===== src/logic/isa_pkg.sv =====
`default_nettype none

package isa_pkg;

    typedef logic [4:0] op_t;

    // ALU ops.
    localparam op_t op_add   = 5'd0;
    localparam op_t op_and   = 5'd1;
    localparam op_t op_or    = 5'd2;
    localparam op_t op_sll   = 5'd3;
    localparam op_t op_srl   = 5'd4;
    localparam op_t op_slt   = 5'd5;
    localparam op_t op_sltu  = 5'd6;
    localparam op_t op_sra   = 5'd7;
    localparam op_t op_sub   = 5'd8;
    localparam op_t op_xor   = 5'd9;
    localparam op_t op_beq   = 5'd10;
    localparam op_t op_bge   = 5'd11;
    localparam op_t op_bne   = 5'd12;
    localparam op_t op_bgeu  = 5'd13;
    localparam op_t op_lui   = 5'd14;
    localparam op_t op_auipc = 5'd15;
    localparam op_t op_jal   = 5'd16;
    localparam op_t op_jalr  = 5'd17;
    // Memory ops.
    localparam op_t op_lb    = 5'd18;
    localparam op_t op_lh    = 5'd19;
    localparam op_t op_lw    = 5'd20;
    localparam op_t op_lbu   = 5'd21;
    localparam op_t op_lhu   = 5'd22;
    localparam op_t op_sb    = 5'd23;
    localparam op_t op_sh    = 5'd24;
    localparam op_t op_sw    = 5'd25;
    localparam op_t op_blt   = 5'd26;
    localparam op_t op_bltu  = 5'd27;
    localparam op_t op_none  = 5'd31;  // Idle slot.

    function automatic logic is_branch(op_t op);
        return op inside {op_beq, op_bne, op_blt, op_bge, op_bltu, op_bgeu};
    endfunction

    function automatic logic is_link(op_t op);
        return op inside {op_jal, op_jalr};
    endfunction

    // Result known at dispatch.
    function automatic logic is_imm_ready(op_t op);
        return op inside {op_lui, op_auipc, op_jal};
    endfunction

    function automatic logic is_mem(op_t op);
        return op inside {op_lb, op_lh, op_lw, op_lbu, op_lhu, op_sb, op_sh, op_sw};
    endfunction

endpackage

`default_nettype wire


===== src/logic/rob_pkg.sv =====
`default_nettype none

package rob_pkg;

    localparam int tag_w     = 3;
    localparam int rob_depth = 7;  // Tag 0 is reserved.

    typedef logic [tag_w-1:0] tag_t;

    localparam logic [31:0] reset_pc = 32'h0000_0000;

    typedef enum logic [1:0] {
        executing      = 2'b00,
        ls_ready       = 2'b01,  // May retire to the load/store unit.
        done_not_taken = 2'b10,
        done           = 2'b11
    } ready_t;

    typedef struct packed {
        logic           valid;
        isa_pkg::op_t   op;
        logic [4:0]     rd;
        logic           has_imm;
        logic [31:0]    imm;
        logic [31:0]    value1_rf;
        tag_t           query1_rf;
        logic [31:0]    value2_rf;
        tag_t           query2_rf;
    } dispatch_t;

    typedef struct packed {
        logic           valid;
        tag_t           tag;
        isa_pkg::op_t   op;
        logic [31:0]    value1;
        tag_t           query1;
        logic [31:0]    value2;
        tag_t           query2;
    } issue_t;

    typedef struct packed {
        logic           valid;
        isa_pkg::op_t   op;
        logic [4:0]     rd;
        logic [31:0]    imm;
        ready_t         state;
    } alloc_t;

    // ALU and memory completions.
    typedef struct packed {
        logic           valid;
        tag_t           tag;
        logic [31:0]    value;
    } complete_t;

    typedef struct packed {
        logic           valid;
        tag_t           tag;
        isa_pkg::op_t   op;
        logic [4:0]     rd;
        logic [31:0]    imm;
        logic [31:0]    value;
        ready_t         state;
    } retire_t;

    typedef struct packed {
        logic           valid;
        tag_t           tag;
        logic [4:0]     rd;
        logic [31:0]    value;
        logic [31:0]    pc;
    } commit_t;

    typedef struct packed {
        logic           valid;
        tag_t           tag;
    } ls_commit_t;

    typedef struct packed {
        logic           valid;
        logic [31:0]    target;
    } redirect_t;

endpackage

`default_nettype wire


===== src/logic/commit_pc_reg.sv =====
`timescale 1ns/100ps
`default_nettype none

module commit_pc_reg (
    input  wire         clk,
    input  wire         rst,
    input  wire         advance,
    input  wire  [31:0] next_pc,
    output logic [31:0] pc
);
    import rob_pkg::*;

    // Architectural pc, one step per retirement.
    always_ff @(posedge clk) begin
        if (!rst) begin
            pc <= reset_pc;
        end else if (advance) begin
            pc <= next_pc;
        end
    end

endmodule

`default_nettype wire


===== src/logic/dispatch_stage.sv =====
`timescale 1ns/100ps
`default_nettype none

module dispatch_stage (
    input  wire                 clk,
    input  wire                 rst,
    input  wire rob_pkg::dispatch_t dispatch,
    input  wire rob_pkg::tag_t  alloc_tag,
    output rob_pkg::alloc_t     alloc,
    output rob_pkg::issue_t     issue
);
    import isa_pkg::*;
    import rob_pkg::*;

    dispatch_t d_q;

    always_ff @(posedge clk) begin
        if (!rst) begin
            d_q.valid <= 1'b0;
        end else begin
            d_q <= dispatch;
        end
    end

    // Allocation request for the queue tail.
    always_comb begin
        alloc.valid = d_q.valid;
        alloc.op    = d_q.op;
        alloc.rd    = d_q.rd;
        alloc.imm   = d_q.imm;
        alloc.state = is_imm_ready(d_q.op) ? done : executing;
    end

    always_ff @(posedge clk) begin
        if (!rst) begin
            issue.valid <= 1'b0;
        end else begin
            issue.valid  <= d_q.valid;
            issue.tag    <= alloc_tag;  // Tail at allocation.
            issue.op     <= d_q.op;
            issue.value1 <= d_q.value1_rf;
            issue.query1 <= d_q.query1_rf;
            if (d_q.has_imm) begin
                issue.value2 <= d_q.imm;
                issue.query2 <= '0;
            end else begin
                issue.value2 <= d_q.value2_rf;
                issue.query2 <= d_q.query2_rf;
            end
        end
    end

endmodule

`default_nettype wire


===== src/logic/redirect_unit.sv =====
`timescale 1ns/100ps
`default_nettype none

module redirect_unit (
    input  wire                   clk,
    input  wire                   rst,
    input  wire rob_pkg::retire_t retire,
    input  wire  [31:0]           pc,
    output logic                  retire_ack,
    output logic                  advance,
    output logic [31:0]           next_pc,
    output rob_pkg::commit_t      commit,
    output rob_pkg::redirect_t    redirect
);
    import isa_pkg::*;
    import rob_pkg::*;

    logic [31:0] seq_pc;
    logic [31:0] rel_pc;
    logic [31:0] wr_value;
    logic [4:0]  wr_rd;

    assign seq_pc     = pc + 32'd4;
    assign rel_pc     = pc + retire.imm;
    assign retire_ack = retire.valid;  // Never stalls.
    assign advance    = retire.valid;

    always_comb begin
        if (is_link(retire.op)) begin
            wr_value = seq_pc;
        end else if (retire.op == op_auipc) begin
            wr_value = rel_pc;
        end else if (retire.op == op_lui) begin
            wr_value = retire.imm;
        end else if (is_branch(retire.op)) begin
            wr_value = '0;
        end else begin
            wr_value = retire.value;
        end
    end

    assign wr_rd = is_branch(retire.op) ? 5'd0 : retire.rd;

    always_comb begin
        if (retire.op == op_jal) begin
            next_pc = rel_pc;
        end else if (retire.op == op_jalr) begin
            next_pc = retire.value;  // Target from the ALU.
        end else if (is_branch(retire.op) && retire.state == done) begin
            next_pc = rel_pc;
        end else begin
            next_pc = seq_pc;
        end
    end

    always_ff @(posedge clk) begin
        if (!rst) begin
            commit.valid   <= 1'b0;
            redirect.valid <= 1'b0;
        end else begin
            commit.valid    <= retire.valid;
            commit.tag      <= retire.tag;
            commit.rd       <= wr_rd;
            commit.value    <= wr_value;
            commit.pc       <= pc;  // Pc of the retiring op.
            redirect.valid  <= retire.valid && (next_pc != seq_pc);
            redirect.target <= next_pc;
        end
    end

endmodule

`default_nettype wire


===== src/logic/rob_queue.sv =====
`timescale 1ns/100ps
`default_nettype none

module rob_queue (
    input  wire                     clk,
    input  wire                     rst,
    input  wire rob_pkg::alloc_t    alloc,
    input  wire rob_pkg::complete_t alu_done,
    input  wire rob_pkg::complete_t mem_done,
    input  wire rob_pkg::tag_t      ls_ready_tag,
    input  wire                     retire_ack,
    output rob_pkg::tag_t           alloc_tag,
    output rob_pkg::retire_t        retire,
    output rob_pkg::ls_commit_t     ls_commit,
    output logic                    rob_full
);
    import isa_pkg::*;
    import rob_pkg::*;

    op_t         op_q    [1:rob_depth];
    logic [4:0]  rd_q    [1:rob_depth];
    logic [31:0] imm_q   [1:rob_depth];
    logic [31:0] value_q [1:rob_depth];
    ready_t      state_q [1:rob_depth];

    tag_t             head;
    tag_t             tail;
    logic [tag_w-1:0] count;
    logic [tag_w-1:0] count_next;
    logic             occupied;
    logic             head_ls;
    logic             take_alloc;
    logic             take_retire;

    // Wraps 7 back to 1, never 0.
    function automatic tag_t next_tag(tag_t t);
        return (t == tag_t'(rob_depth)) ? tag_t'(1) : t + tag_t'(1);
    endfunction

    assign occupied    = (count != '0);
    assign head_ls     = occupied && (state_q[head] == ls_ready);
    assign take_alloc  = alloc.valid && !rob_full;  // Dropped when full.
    assign take_retire = retire.valid && retire_ack;
    assign alloc_tag   = tail;
    assign count_next  = count + tag_w'(take_alloc) - tag_w'(take_retire);

    always_comb begin
        retire.valid = occupied &&
                       (state_q[head] == done || state_q[head] == done_not_taken);
        retire.tag   = head;
        retire.op    = op_q[head];
        retire.rd    = rd_q[head];
        retire.imm   = imm_q[head];
        retire.value = value_q[head];
        retire.state = state_q[head];
    end

    always_ff @(posedge clk) begin
        if (!rst) begin
            head            <= tag_t'(1);
            tail            <= tag_t'(1);
            count           <= '0;
            rob_full        <= 1'b0;
            ls_commit.valid <= 1'b0;
        end else begin
            if (take_alloc) begin
                tail <= next_tag(tail);
            end
            if (take_retire) begin
                head <= next_tag(head);
            end
            count           <= count_next;
            rob_full        <= (count_next == tag_w'(rob_depth));
            ls_commit.valid <= head_ls;
            ls_commit.tag   <= head;
        end
    end

    // Entry writes. Later statements win on the same entry.
    always_ff @(posedge clk) begin
        if (take_alloc) begin
            op_q[tail]    <= alloc.op;
            rd_q[tail]    <= alloc.rd;
            imm_q[tail]   <= alloc.imm;
            state_q[tail] <= alloc.state;
        end
        if (head_ls) begin
            state_q[head] <= executing;  // Now waits for memory data.
        end
        if (alu_done.valid) begin
            if (is_branch(op_q[alu_done.tag])) begin
                // Taken branch keeps its offset in imm.
                state_q[alu_done.tag] <= (alu_done.value == '0) ? done_not_taken : done;
            end else begin
                value_q[alu_done.tag] <= alu_done.value;
                state_q[alu_done.tag] <= done;
            end
        end
        if (mem_done.valid) begin
            value_q[mem_done.tag] <= mem_done.value;
            state_q[mem_done.tag] <= done;
        end
        if (ls_ready_tag != '0 && is_mem(op_q[ls_ready_tag])) begin
            state_q[ls_ready_tag] <= ls_ready;
        end
    end

endmodule

`default_nettype wire


===== src/logic/rob_top.sv =====
`timescale 1ns/100ps
`default_nettype none

module rob_top (
    input  wire                     clk,
    input  wire                     rst,
    input  wire rob_pkg::dispatch_t dispatch,
    input  wire rob_pkg::complete_t alu_done,
    input  wire rob_pkg::complete_t mem_done,
    input  wire rob_pkg::tag_t      ls_ready_tag,
    output rob_pkg::issue_t         issue,
    output rob_pkg::commit_t        commit,
    output rob_pkg::ls_commit_t     ls_commit,
    output rob_pkg::redirect_t      redirect,
    output logic                    rob_full,
    output logic [31:0]             arch_pc
);
    import rob_pkg::*;

    alloc_t      alloc;
    tag_t        alloc_tag;
    retire_t     retire;
    logic        retire_ack;
    logic        advance;
    logic [31:0] next_pc;

    dispatch_stage u_dispatch_stage (
        .clk       (clk),
        .rst       (rst),
        .dispatch  (dispatch),
        .alloc_tag (alloc_tag),
        .alloc     (alloc),
        .issue     (issue)
    );

    rob_queue u_rob_queue (
        .clk          (clk),
        .rst          (rst),
        .alloc        (alloc),
        .alu_done     (alu_done),
        .mem_done     (mem_done),
        .ls_ready_tag (ls_ready_tag),
        .retire_ack   (retire_ack),
        .alloc_tag    (alloc_tag),
        .retire       (retire),
        .ls_commit    (ls_commit),
        .rob_full     (rob_full)
    );

    commit_pc_reg u_commit_pc_reg (
        .clk     (clk),
        .rst     (rst),
        .advance (advance),
        .next_pc (next_pc),
        .pc      (arch_pc)
    );

    redirect_unit u_redirect_unit (
        .clk        (clk),
        .rst        (rst),
        .retire     (retire),
        .pc         (arch_pc),
        .retire_ack (retire_ack),
        .advance    (advance),
        .next_pc    (next_pc),
        .commit     (commit),
        .redirect   (redirect)
    );

endmodule

`default_nettype wire


===== config.mk =====
export PLATFORM = sky130hd
export DESIGN_NAME = rob_top
export DESIGN_NICKNAME = d
export VERILOG_FILES = /design/src/logic/isa_pkg.sv /design/src/logic/rob_pkg.sv /design/src/logic/commit_pc_reg.sv /design/src/logic/dispatch_stage.sv /design/src/logic/redirect_unit.sv /design/src/logic/rob_queue.sv /design/src/logic/rob_top.sv
export SDC_FILE = /design/constraint.sdc
export NUM_CORES = 1
export LEC_CHECK = 0
export ABC_AREA = 0
export BUFFER_PORTS_ARGS = -buffer_cell sky130_fd_sc_hd__buf_2
export CORE_UTILIZATION = 24
export DETAILED_ROUTE_END_ITERATION = 16
export PLACE_DENSITY = 0.49
export SYNTH_ARGS = -nofsm -noshare
export SYNTH_HDL_FRONTEND = slang
export SYNTH_HIERARCHICAL = 1
export SYNTH_SLANG_ARGS = --single-unit

===== constraint.sdc =====
create_clock -name clk -period 6 [get_ports clk]
set_input_delay 1.2 -clock clk [delete_from_list [all_inputs] [get_ports clk]]
set_output_delay 1.2 -clock clk [all_outputs]
set_load 0.01 [all_outputs]

After elaboration in Yosys (flattened, before gate mapping)
Memories as Yosys holds them, arrays and structs flattened. A register that Yosys moved wholly into a read port is not among the register bits. Index checks and enable logic that the tools add are counted. Widths: inputs -> output; s select.

Register bits: 337. RAM bits: 532. Input port bits: 191. Output and inout port bits: 222. Word-level logic and storage cells: 125. Memories: 5.

$add $sub $neg: 6. Equal/unequal tests: 34. Mux-type cells: 35. Bitwise operators: 1. Reductions and logical operators: 16.

Memories: u_rob_queue.imm_q (words 7, width 32, rd ports 1, clocked after memory_dff 1, write ports 1, RTL line rob_queue.sv:22) `logic [31:0] imm_q [1:rob_depth];`; u_rob_queue.value_q (words 7, width 32, rd ports 1, clocked after memory_dff 1, write ports 2, RTL line rob_queue.sv:23) `logic [31:0] value_q [1:rob_depth];`; u_rob_queue.op_q (words 7, width 5, rd ports 3, clocked after memory_dff 1, write ports 1, RTL line rob_queue.sv:20) `op_t op_q [1:rob_depth];`; u_rob_queue.rd_q (words 7, width 5, rd ports 1, clocked after memory_dff 1, write ports 1, RTL line rob_queue.sv:21) `logic [4:0] rd_q [1:rob_depth];`; u_rob_queue.state_q (words 7, width 2, rd ports 1, clocked after memory_dff 1, write ports 5, RTL line rob_queue.sv:24) `ready_t state_q [1:rob_depth];`.

Operator list (count): $mux 32 (7); $eq 5x5->1 const B (15); $eq 5x4->1 const B (12); $mux 35 (1); $add 32x3->32 const B (1); $add 32x32->32 (1); $logic_not 32->1 (1); $ne 32x32->1 (1); $mux 3 (10); $mux 1 (15); $reduce_bool 6->1 (2); $eq 3x3->1 const B (3); $reduce_bool 3->1 (3); $reduce_bool 8->1 (1); $add 3x1->3 const B (2); $logic_and 1x1->1 (6); $eq 2x2->1 const B (2); $mux 2 (2); $add 3x1->3 (1); $sub 3x1->3 (1); $eq 2x1->1 const B (1); $reduce_bool 2->1 (1); $logic_not 1->1 (1); $logic_or 1x1->1 (1); $or 1x1->1 (1).

Depth between registers and ports, before layout
Depth after elaboration: 8. Gate-level depth with buffers: 21. Gate-level depth less buffers: 16.

Modules after synthesis
Netlist, hierarchy kept.

By module, submodules not included: rob_queue (instances 1, cells each 1550, area each 24532.3 um2, sequential area each 16205.5 um2); redirect_unit (instances 1, cells each 951, area each 8748.4 um2, sequential area each 3163.0 um2); dispatch_stage (instances 1, cells each 281, area each 6560.0 um2, sequential area each 5775.5 um2); commit_pc_reg (instances 1, cells each 103, area each 1243.7 um2, sequential area each 640.6 um2).

Worst setup path after synthesis
Ideal clock, no wire load.

Path type: register to register. Start: reg u_rob_queue.rob_full. End: mem u_rob_queue/state_q[5][0] in the netlist's numbering. Setup time: 0.079 ns. Arrival time: 4.850 ns. Data required time: 5.921 ns. Setup slack: 1.071 ns. Cell stages (with the launch flop): 7. Buffers on the path: 0. Period minus slack after synthesis: 4.929 ns. Path through: dfxtp_1 > and2b_1 > nand2_1 > nor3b_1 > mux2i_1 > a311o_1 > o211ai_1.

RTL lines: from (decl) (RTL line rob_queue.sv:15) `output logic rob_full`; from (signal assigned) (RTL line rob_queue.sv:73) `rob_full <= (count_next == tag_w'(rob_depth));`; to (decl) (RTL line rob_queue.sv:24).

==> qor.yml <==
status:
  violations: "antenna violations"
  status: "complete, but fails checks"
synth:
  synthTopCellsByArea: "edfxtp_1 60%, mux2_2 7.4%, mux4_2 4.2%, mux2i_1 3.6%, dfxtp_1 3.1%"
  yosysMostFrequentCell: "edfxtp_1"
  synth_seq_cells: 880
  avgSynthCellArea_sq_um: 14.2
  syn_area_sq_um: 41100
  synth_top_flop_cell: "edfxtp_1"
  synth_edf_count: 816
  yosys-top-cells-count: "816 x edfxtp_1, 269 x mux2_2, 247 x nand2_1, 146 x mux2i_1, 125 x o21ai_0"
  ys_types: 105
  ys_seq_area_share_pct: 62.8
  syn_inst: 2885
  ys_warn_count: 6
  synth_top_area_share_pct: 59.6
  synth_nets: 3116
  synth_top_cell_by_area: "edfxtp_1"
  synthArstFlopShare_pct: 0
cells_and_area:
  synthToLayoutAreaGrowth_pct: 19.2
  fin_area_sq_um: 49000
  regArea_sq_um: 25800
  multiInputGateArea_sq_um: 14200
  fillCellCount: 17213
  drive_gt1_share_pct: 31.3
  post-route-util_pct: 28.9
  fin_nets: 3501
power_and_ir_drop:
  ir_drop_uv: 216
  seqPwrFrac_pct: 46.5
  p_switching_w: 0.00426
  cellPowerDensity_nw_per_um2: 323
  switching_share_pct: 26.9
  p_clk_share_pct: 39.3
  p_comb_share_pct: 14.2
  p_leak_nw: 17.4
  p_int_w: 0.0116
floorplan:
  die_width_um: 416
  die_h_um: 416
  io_pins: 413
  die_area_sq_um: 173000
  start_util_pct: 24.2
  rows: 151
  core_area_sq_um: 170000
cts:
  cts-root-buf: "clkbuf_16"
  clk_pin_slew_ns: 0.06
  clockBufferDepth: 3
  cts_made_buffers: 104
  cts_tree: "built"
  cts.sinks: 880
  insertion_delay_ns: 0.72
  htreeDepth: 3
  cts_setup_buffers: 0
  cts_resized: 0
  holdBufCountCts: 0
global_routing:
  grt_max_degree: 98
  grt_pass1_wl_um: 186000
  grt-ovfl-total: 0
  grt.total_usage_pct: 14.7
  grt_pass1_vias: 25904
  antenna_found_initial: 23
routing:
  wl_per_cell_um: 23.3
  final_antenna_net_count: 1
  drt_iter0_markers: 1993
  wirelength_um: 130000
  drcViolationCount: 0
  firstDrtPassIters: 5
  vias: 26051
  vias_per_cell: 4.66
setup_path:
  cp_slowest_stage_delay_ns: 0.62
  critPathKind: "reg -> reg"
  cp.arrival_ns: 5.89
  rrSetupSlack_ns: 0.71
  reg2regPathDepth: 18
  slowest_stage: "dfxtp_4"
  worstPathCellList: "buf_12 -> mux2i_1 -> nand2_1 -> o21ai_0 -> o21ai_0 -> ha_1 -> fa_1 -> a21o_1 -> a221oi_1 -> mux2i_1 -> o21ai_1 -> a221oi_1 -> xor2_1 -> nor4b_2 -> nand4_1 -> nor4_1 -> buf_4 -> a21boi_1"
  cp_max_fo: 22
  setup.worst_path.start_class: "register"
  critPathCaptureType: "register"
  worstReg2RegEnd: "u_redirect_unit/redirect[32]"
  crit_required_ns: 6.60
timing:
  setup_viol: 0
  tightest_slew_ns: 1.19
  rsz0062_at_grt: "no"
  slew_viol_final: 0
  hold_viol: 0
  fmax_ghz: 0.189
  fin_tns_setup_ns: 0
  finalCritPeriodShare_pct: 88.2
  worst_clock_skew_ns: 0.0226
  period_minus_slack_ns: 5.29
  slew_headroom_pct: 19.8
  hold_slack_ns: 0.419
run:
  drv_cap: 0
placement:
  portBuffers: 412
  dpl_cell_area_sq_um: 45600
  place_congestion: 0.883
  dpl.hpwl_um: 87900
hold_path:
  hold_start: "u_dispatch_stage/d_q[40]"
  hold_path_class: "reg -> reg"
  hold_end: "u_dispatch_stage/issue[40]"
  hold_depth: 0
metal layers:
metal | track usage, % | routed length (um)
met5 | 0 | 13
met4 | 6.50 | 5660
met3 | 1.95 | 5720
met2 | 23.8 | 60800
met1 | 19.5 | 57800
power by group through the flow:
stage	logic [W]	registers (W)	clock network (W)
6_report	0.00225	0.00737	0.00622
2_1_floorplan	0.00137	0.00742	0
3_5_place_dp	0.00226	0.00751	0
3_3_place_gp	0.00226	0.00750	0
5_1_grt	0.00241	0.00741	0.00663
4_1_cts	0.00226	0.00738	0.00644
worst max-delay path: cells and delay by family (launching register included):
family	cells	cell delay (ns)
and+or+nand+nor	4	0.95
buffers and inverters	2	0.44
DFF	1	0.62
muxes	2	0.58
xor gates and xnor gates	1	0.20
adders and majority gates	2	0.73
AOI/OAI and AO/OA	7	1.59
how the worst max path moves through the flow:
| stage | cells after the start | end | slack, ns | start |
|---|---|---|---|---|
| 6_report | 18 | u_redirect_unit/redirect[32] | 0.71 | register |
| 5_1_grt | 18 | u_redirect_unit/redirect[32] | 0.24 | register |
| 4_1_cts | 18 | u_redirect_unit/redirect[32] | 0.67 | register |
| 3_5_place_dp | 16 | u_redirect_unit/redirect[32] | 0.69 | register |
| 3_3_place_gp | 18 | u_redirect_unit/redirect[32] | 0.72 | register |
| 2_1_floorplan | 6 | u_rob_queue/state_q[5][0] | 1.07 | u_rob_queue/rob_full |
through the flow:
| stage | std cells | power (W) | setup slack (ns) |
|---|---|---|---|
| 3_3_place_gp | 5382 | 0.00975 | 0.723 |
| 2_1_floorplan | 2885 | 0.00880 | 1.07 |
| 4_1_cts | 5576 | 0.0161 | 0.665 |
| 5_1_grt | 5576 | 0.0164 | 0.238 |
| 6_report | 5588 | 0.0158 | 0.710 |
| 3_5_place_dp | 5382 | 0.00976 | 0.686 |
state kept, by name, indices dropped and copies added, names as in the netlist, named ones only:
signal / count
u_rob_queue/imm_q: 224
u_rob_queue/value_q: 224
u_dispatch_stage/issue: 79
u_redirect_unit/commit: 73
u_dispatch_stage/d_q: 71
u_dispatch_stage/alloc: 43
u_rob_queue/op_q: 35
u_rob_queue/rd_q: 35
u_redirect_unit/redirect: 33
u_commit_pc_reg/pc: 32
u_rob_queue/state_q: 14
u_rob_queue/ls_commit: 4
u_rob_queue/alloc_tag: 3
u_rob_queue/count: 3
u_rob_queue/head: 3
u_rob_queue/rob_full: 1
final cells by class:
class	count	share of cell area (%)
flip-flops and latches	880	52.7
multi-input cells	1775	29.0
well taps	2218	5.67
clock buffers	130	5.66
repair buffers	487	5.54
clock inverters	64	1.18
inverters	22	0.169
diodes	12	0.0613
cell families (layout without fill, tap and decap cells):
kind of cell	Yosys count	after routing	share of synthesized area, %
multiplexers	499	499	15.4
AO/OA/AOI/OAI	526	526	8.23
adder cells (fa/ha/maj)	40	40	1.25
AND/OR/NAND/NOR	626	626	7.62
other	0	12	0
XOR/XNOR	84	84	1.88
flip-flops	880	880	62.8
buffers and inverters	230	703	2.88
placed cells by master (no fill, tap or decap), types with 10 or more instances in the layout:
cell	n
clkinv_1	18
and2_1	16
a22oi_1	12
diode_2	12
mux4_2	77
nor4_1	17
o21ai_1	70
clkbuf_1	20
nand2b_1	15
nand3_1	35
o211ai_1	17
buf_2	411
nand4_1	22
edfxtp_1	816
xor2_1	33
nor2_1	110
a21oi_1	101
mux2i_1	146
xnor2_1	48
a221oi_1	23
or3_1	10
a21o_1	17
ha_1	38
and3_1	17
o22ai_1	10
o21ai_0	124
inv_1	19
o21a_1	12
mux2_2	269
dfxtp_1	61
clkbuf_16	105
nand2_1	247
nor2b_1	46
a211oi_1	18
buf_4	69
nor3_1	25
a31oi_1	13
clkinv_2	21
(Power assumes the default switching activity.)
